File: config.mk
export PLATFORM = sky130hd
export DESIGN_NAME = videoTiming
export DESIGN_NICKNAME = d
export VERILOG_FILES = /design/src/logic/videoPkg.sv /design/src/logic/videoTiming.sv
export SDC_FILE = /design/constraint.sdc
export NUM_CORES = 1
export LEC_CHECK = 0
export ABC_CLOCK_PERIOD_IN_PS = 1700
export BUFFER_PORTS_ARGS = -buffer_cell sky130_fd_sc_hd__clkbuf_2
export CAP_MARGIN = 10
export CORE_MARGIN = 2
export CORE_UTILIZATION = 46
export CTS_CLUSTER_DIAMETER = 30
export CTS_CLUSTER_SIZE = 14
export DETAILED_ROUTE_END_ITERATION = 6
export PLACE_DENSITY = 0.75
export SYNTH_ARGS = -nofsm -noshare
export SYNTH_HDL_FRONTEND = slang
export SYNTH_SLANG_ARGS = --single-unit
File: constraint.sdc
create_clock -name clk -period 1.7 [get_ports clk]
set_clock_uncertainty 0.05 [all_clocks]
set_input_delay 0.34 -clock clk [delete_from_list [all_inputs] [get_ports clk]]
set_output_delay 0.34 -clock clk [all_outputs]
set_load 0.02 [all_outputs]
File: src/logic/videoPkg.sv
`default_nettype none

package videoPkg;

    typedef struct packed {
        logic [7:0] r;
        logic [7:0] g;
        logic [7:0] b;
    } pixel_t;

    typedef struct packed {
        logic   hsync;
        logic   vsync;
        logic   de;
        pixel_t rgb;
    } videoOut_t;

    // blanking in clocks per line
    localparam int H_FRONT = 2;
    localparam int H_SYNC  = 4;
    localparam int H_BACK  = 2;

    // blanking in lines per frame
    localparam int V_FRONT = 1;
    localparam int V_SYNC  = 2;
    localparam int V_BACK  = 1;

endpackage

`default_nettype wire
File: src/logic/videoTiming.sv
`default_nettype none

module videoTiming
    import videoPkg::*;
#(
    parameter int FB_WIDTH  = 32,
    parameter int FB_HEIGHT = 16
)
(
    input  logic                          clk,
    input  logic                          rstn,
    output logic [$clog2(FB_WIDTH)-1:0]   column,
    output logic [$clog2(FB_HEIGHT)-1:0]  row,
    output logic                          hsync,
    output logic                          vsync,
    output logic                          activeVideo,
    output logic                          vBlank
);

    localparam int H_TOTAL  = FB_WIDTH + H_FRONT + H_SYNC + H_BACK;
    localparam int V_TOTAL  = FB_HEIGHT + V_FRONT + V_SYNC + V_BACK;
    localparam int HW       = $clog2(H_TOTAL);
    localparam int VW       = $clog2(V_TOTAL);
    localparam int HS_START = FB_WIDTH + H_FRONT;
    localparam int VS_START = FB_HEIGHT + V_FRONT;

    logic [HW-1:0] hCnt;
    logic [VW-1:0] vCnt;

    always_ff @(posedge clk or negedge rstn)
    begin
        if (!rstn)
        begin
            hCnt <= '0;
            vCnt <= '0;
        end
        else if (32'(hCnt) == H_TOTAL - 1)
        begin
            hCnt <= '0;
            if (32'(vCnt) == V_TOTAL - 1)
                vCnt <= '0;
            else
                vCnt <= vCnt + 1'b1;
        end
        else
            hCnt <= hCnt + 1'b1;
    end

    assign column = hCnt[$clog2(FB_WIDTH)-1:0];
    assign row    = vCnt[$clog2(FB_HEIGHT)-1:0];

    assign hsync       = (32'(hCnt) >= HS_START) && (32'(hCnt) < HS_START + H_SYNC);
    assign vsync       = (32'(vCnt) >= VS_START) && (32'(vCnt) < VS_START + V_SYNC);
    assign vBlank      = 32'(vCnt) >= FB_HEIGHT;  // whole line, not just sync
    assign activeVideo = (32'(hCnt) < FB_WIDTH) && !vBlank;

endmodule

`default_nettype wire

==> metrics.md, run 1 <==
| Metric | Value |
|---|---|
| Overflow after GRT | `0` |
| Pin count of the biggest net entering global routing | `12` |
| Hold Fails Final Rpt | `0` |
| Crit path max fanout | `4` |
| Max Used Layer | `met4` |
| Yosys warns | `0` |
| Critical Path AT | `between 1000 and 1500 ps` |
| Leakage power | `0.4282 nW` |
| Antenna diode count | `0` |
| Tmin final | `1801 ps` |
| DRT met1 WL | `600 um` |
| Fin worst setup slack | `-101.2 ps` |
| Main area contributors after synthesis | `dfrtp_1 (41%), buf_4 (11%), ha_1 (9.3%)` |
| Outcome | `finished, violations left` |
| Root Buffer | `clkbuf_4` |
| GPL Wtd Cong | `0.7152` |
| Site row count | `13` |
| Initial antenna violation count | `0` |
| IO buf count | `14` |
| Critical Path RT | `1310 ps` |
| DP HPWL | `872.4 um` |
| Mapped Avg Cell Area | `between 9 and 10 um^2` |
| Kind of critical path | `register to output port` |
| Slowest stage delay, CP | `~440 ps` |
| Clk sink count | `11` |
| Die area | `1783 um^2` |
| Largest area contributor in the synthesized netlist | `dfrtp_1` |
| Mapped Area | `approximately 670 um^2` |
| DR WL/cell | `12.28 um` |
| Post-synth cell types | `26` |
| Setup crit start kind | `register` |
| Max VDD drop | `0.2703 mV` |
| Die Ht | `42.22 um` |
| Non-filler cells, final | `106` |
| Syn Inst Count | `70` |
| Reg clk slew, reported paths | `approximately 70 ps` |
| Worst path top cell family by delay | `flip-flops` |
| Number of nets in the layout | `99` |
| Crit end category | `output port` |
| Max-cap violations | `0` |
| IO Pins | `15` |
| First-pass GRT wire length | `1966 um` |
| Detailed Routing Iterations Pass 1 | `2` |
| Worst slew margin | `0.8090` |
| DR iter-0 viols | `1` |
| Failing checks | `negative setup slack` |
| Top FF cell, synth | `dfrtp_1` |
| Vias per cell | `between 5 and 6` |
| TritonCTS clock tree | `yes` |
| Asr flop ratio synth | `1.000` |
| Placed cells | `92` |
| Gr usage total | `0.1488` |
| Via count | `546` |
| Yosys top cell area share | `0.4097` |
| Filler cells | `between 100 and 150` |
| TritonCTS buffer count | `3` |
| Routed wl met3 | `37 um` |
| Seq cells post-synth | `11` |
| CTS Buffer Depth | `2` |
| Post-synth top cells | `dfrtp_1 (11), buf_4 (10), ha_1 (5), nand3_1 (5), nor2_1 (5)` |
| Worst slew pin tran | `286.4 ps` |
| HP Class | `register to register` |
| Met2 wire length | `626 um` |
| Post-DRT Antenna Nets | `0` |
| Max-slew violation count | `0` |
| Worst-path cell chain | `ha_4 -> o311ai_2 -> a21oi_1 -> buf_4` |
| Vias in the first global route | `441` |
| Sequential-to-total area share from yosys stat | `0.4097` |
| Hold WS | `407.2 ps` |
| Fmax | `555.2 MHz` |
| Post-Route WL | `1302 um` |
| H-tree depth | `1` |
| Crit-path slowest cell | `dfrtp_2` |
| Total negative slack | `-161.8 ps` |
| Count leader, synth | `dfrtp_1` |
| Post-route clock period utilization | `1.060` |
| Worst skew pair latency | `270 ps` |
| Chip width | `roughly 42 um` |
| EDFF count, synth | `0` |
| Initial Utilization | `0.5038` |
| RSZ-0062 raised after global routing | `yes` |
| Layout area overhead | `30.54%` |
| Pwr/cell area | `517.3 nW/um^2` |
| Post-synth net total | `77` |
| Layout cell share with drive strength beyond 1 | `0.4945` |
| DRC viols | `0` |
| CP bufs+invs | `1` |
| Core area | `1334 um^2` |
| Final setup fails | `2` |
registers in the layout, indices dropped and copies added, names as in the netlist:
name  cells
hCnt      6
vCnt      5
per-stage QoR:
| step | total power [mW] | cell area [um^2] | util | setup slack [ps] |
|---|---|---|---|---|
| final | 0.4537 | 877.1 | 0.6576 | -101.2 |
| after detailed placement | 0.2727 | 719.4 | 0.5394 | 52.73 |
| after floorplan | 0.2667 | 676.9 | - | 14.87 |
| after CTS | 0.4521 | 802.0 | 0.6013 | -85.50 |
| after global placement | 0.2726 | 719.4 | 0.5394 | 69.51 |
| after global routing | 0.4765 | 877.1 | 0.6576 | -149.0 |
worst register-to-register path, delay by kind of cell, from the launching register on:
kind | cells | cell delay, ps
buffers and inverters | 1 | 170
flip-flops | 1 | 380
AND/OR/NAND/NOR | 3 | 1010
cell usage in the layout (no fill, tap or decap), drive strengths merged:
cell type,n
nor3,2
mux2,1
buf,16
nor2,5
nand3,5
o21ai,4
or3b,1
or4,1
and2b,2
inv,4
a311oi,1
or3,1
dfrtp,11
ha,5
a2111o,1
nand2,4
dlygate4sd3,1
a211oi,1
or2,1
xor2,3
a21oi,2
o311ai,1
clkbuf,16
a22o,1
xnor2,1
what timing repair did:
| item | CTS | global route |
|---|---|---|
| hold endpoints to repair | 11 | 0 |
| hold buffers | 1 | 0 |
| pin swaps | 3 | 1 |
| setup endpoints to repair | 2 | 4 |
| cloned | 0 | 0 |
| buffers inserted | 5 | 4 |
| gates resized for setup | 5 | 13 |
routing by layer:
layer / vias up / track usage
li1: 276 / -
met3: 4 / 0.01293
met4: 0 / 0.09375
met1: 254 / 0.1920
met2: 12 / 0.2369
met5: - / 0
worst paths after layout:
kind	start	endpoint	slack (ps)	cells after the start
worst min-delay path	hCnt[0]	hCnt[0]	410	1
max in group asynchronous	rstn	hCnt[1]	920	2
min in group asynchronous	rstn	hCnt[4]	440	2
worst max-delay path	vCnt[0]	vsync	-100	4
worst min register to register	hCnt[0]	hCnt[0]	410	1
worst max register to register	hCnt[4]	vCnt[4]	40	4
power breakdown:
part	switching [mW]	total, mW	internal [mW]	leakage (nW)
Clock	0.0938	0.185	0.0910	0.0150
Combinational	0.00537	0.00768	0.00231	0.278
Sequential	0	0.261	0.261	0.136
kinds of logic after synthesis:
kind of cell	after synthesis	share of synthesized area
xor gates and xnor gates	4	0.05215
and+or+nand+nor	22	0.1695
muxes	1	0.01676
buffers and inverters	16	0.1471
AOI/OAI and AO/OA	11	0.1117
adders and majority gates	5	0.09311
DFF	11	0.4097
layout make-up:
type / count / area, um^2 / share of cell area
Clock buffer: 4 / 26.28 / 0.02996
Tap cell: 15 / 18.77 / 0.02140
Timing Repair Buffer: 29 / 190.2 / 0.2168
Inverter: 4 / 15.01 / 0.01712
Sequential cell: 11 / 279.0 / 0.3181
Multi-Input combinational cell: 43 / 347.8 / 0.3966
(Power assumes the default switching activity.)
==> inputs of run 2 (changes only) <==
ABC_CLOCK_PERIOD_IN_PS = 2000   (was 1700)
CORE_UTILIZATION = 51   (was 46)
PLACE_DENSITY = 0.79   (was 0.75)
clock period = 2 ns   (was 1.7 ns; I/O delays follow)
==> metrics.md, run 2 (synthesis gave the netlist of run 1 again) <==
| Metric | Value |
|---|---|
| DRT met1 WL | `530 um` |
| Reg with most FFs | `hCnt` |
| Die area | `between 1500 and 2000 um^2` |
| Site row count | `13` |
| DRC viols | `0` |
| Layout area overhead | `8.939%` |
| First-pass GRT wire length | `1738 um` |
| Initial Utilization | `0.5296` |
| Slowest stage delay, CP | `430 ps` |
| Leakage power | `0.3560 nW` |
| Worst slew pin tran | `around 330 ps` |
| Critical Path AT | `1490 ps` |
| HP Class | `register to register` |
| Critical Path RT | `about 1600 ps` |
| Root Buffer | `clkbuf_4` |
| Register-to-Register Path Depth | `4` |
| Final setup fails | `0` |
| H-tree depth | `1` |
| Worst-path cell chain | `or3b_4 -> a211oi_2 -> buf_4` |
| PnR Total Power | `388.3 uW` |
| Post-Route WL | `1089 um` |
| Fmax | `~520 MHz` |
| Via count | `482` |
| GPL Wtd Cong | `between 0.7 and 0.8` |
| Crit. Startpoint | `hCnt[3]` |
| Worst Hold Launch | `hCnt[0]` |
| IO buf count | `14` |
| Layout cell share with drive strength beyond 1 | `0.2949` |
| Pin count of the biggest net entering global routing | `12` |
| DR iter-0 viols | `2` |
| Setup crit start kind | `register` |
| Post-route clock period utilization | `0.9684` |
| Post-DRT Antenna Nets | `0` |
| Registers with the most flip-flops | `hCnt x6, vCnt x5` |
| TritonCTS clock tree | `yes` |
| Tmin final | `1937 ps` |
| Die Ht | `40.30 um` |
| Postcts setup bufs | `0` |
| IO Pins | `15` |
| DR WL/cell | `11.71 um` |
| Initial antenna violation count | `0` |
| Commonest non-fill, non-tap cell in the layout | `clkbuf_2` |
| Number of nets in the layout | `86` |
| Placed cells | `88` |
| R2R Setup Slk | `310 ps` |
| Gr usage total | `0.1682` |
| Max VDD drop | `about 0.26 mV` |
| Worst slew margin | `0.7791` |
| Clk sink count | `11` |
| R2R Path Start | `hCnt[3]` |
| Hold WS | `463.5 ps` |
| Worst skew pair latency | `280 ps` |
| Hold worst-path end | `hCnt[0]` |
| TritonCTS buffer count | `3` |
| Hold Fails Final Rpt | `0` |
| Most frequent cells in the layout | `clkbuf_2 (13), dfrtp_1 (10), nor2_1 (5), nand3_1 (5), ha_1 (5)` |
| CTS Buffer Depth | `2` |
| Terminus of the critical flop-to-flop path | `vCnt[4]` |
| Worst path top cell family by delay | `flip-flops` |
| Non-filler cells, final | `93` |
| Kind of critical path | `register to output port` |
| Chip width | `roughly 40 um` |
| Met2 wire length | `473 um` |
| Max-slew violation count | `0` |
| Antenna diode count | `0` |
| Max Used Layer | `met4` |
| Pwr/cell area | `~530 nW/um^2` |
| Overflow after GRT | `0` |
| Outcome | `finished, final reports clean` |
| Hold path depth | `1` |
| Vias in the first global route | `409` |
| CP bufs+invs | `1` |
| DP HPWL | `775.5 um` |
| Max-cap violations | `0` |
| Crit path max fanout | `5` |
| Max FFs per register | `6` |
| Crit-path slowest cell | `dfrtp_1` |
| Vias per cell | `between 5 and 6` |
| Detailed Routing Iterations Pass 1 | `3` |
| Core area | `about 1300 um^2` |
| Crit end category | `output port` |
| Routed wl met3 | `around 66 um` |
| Reg clk slew, reported paths | `60 ps` |
## run 2: cell types whose count changed in the layout (fill, tap and decap cells not counted), sizes merged
cell | previous run | this run
buf | 16 | 2
clkbuf | 16 | 17
## run 2: worst max-delay path by stage
stage	end	slack, ps	cells past startpoint
global route	hsync	-5	3
detailed placement	vCnt[4]	320	4
CTS	hsync	9	3
global placement	hsync	320	3
finish	hsync	60	3
floorplan	hsync	70	3
## run 2: area by class of cell
type	count	area [um^2]
inverter	4	15.01
multi-input combinational	43	305.3
fill	115	536.8
tap	15	18.77
sequential	11	276.5
timing repair buffer	16	90.09
clock buffer	4	26.28
## run 2: worst reg2reg max path: stages, from the launching register on
cell	delay [ps]
dfrtp_1	430
or3b_4	420
buf_4	170
or4_1	490
nand3_1	90
## run 2: routing by layer
metal,vias up,global-route usage
met1,226,0.2379
met3,2,0.03333
li1,242,-
met5,-,0
met2,12,0.2218
met4,0,0.1250
## run 2: what timing repair did
item | in CTS | in global routing
resized for setup | 0 | 6
hold endpoints to repair | 11 | 0
hold buffers | 1 | 0
endpoints found under the setup margin | 0 | 2
## run 2: where the power goes
part,switching (mW),total (mW),internal [mW]
logic,0.00456,0.00651,0.00195
registers,0,0.222,0.222
clock network,0.0821,0.160,0.0774
## run 2: metrics by stage
step                setup TNS, ps  instance area [um^2]  worst slack (ps)  utilization
floorplan                       0                 671.9             68.63            -
CTS                             0                 720.7             9.416       0.5680
global placement                0                 684.4             321.9       0.5394
finish                          0                 732.0             63.12       0.5769
detailed placement              0                 684.4             317.7       0.5394
global route               -5.488                 732.0            -5.488       0.5769
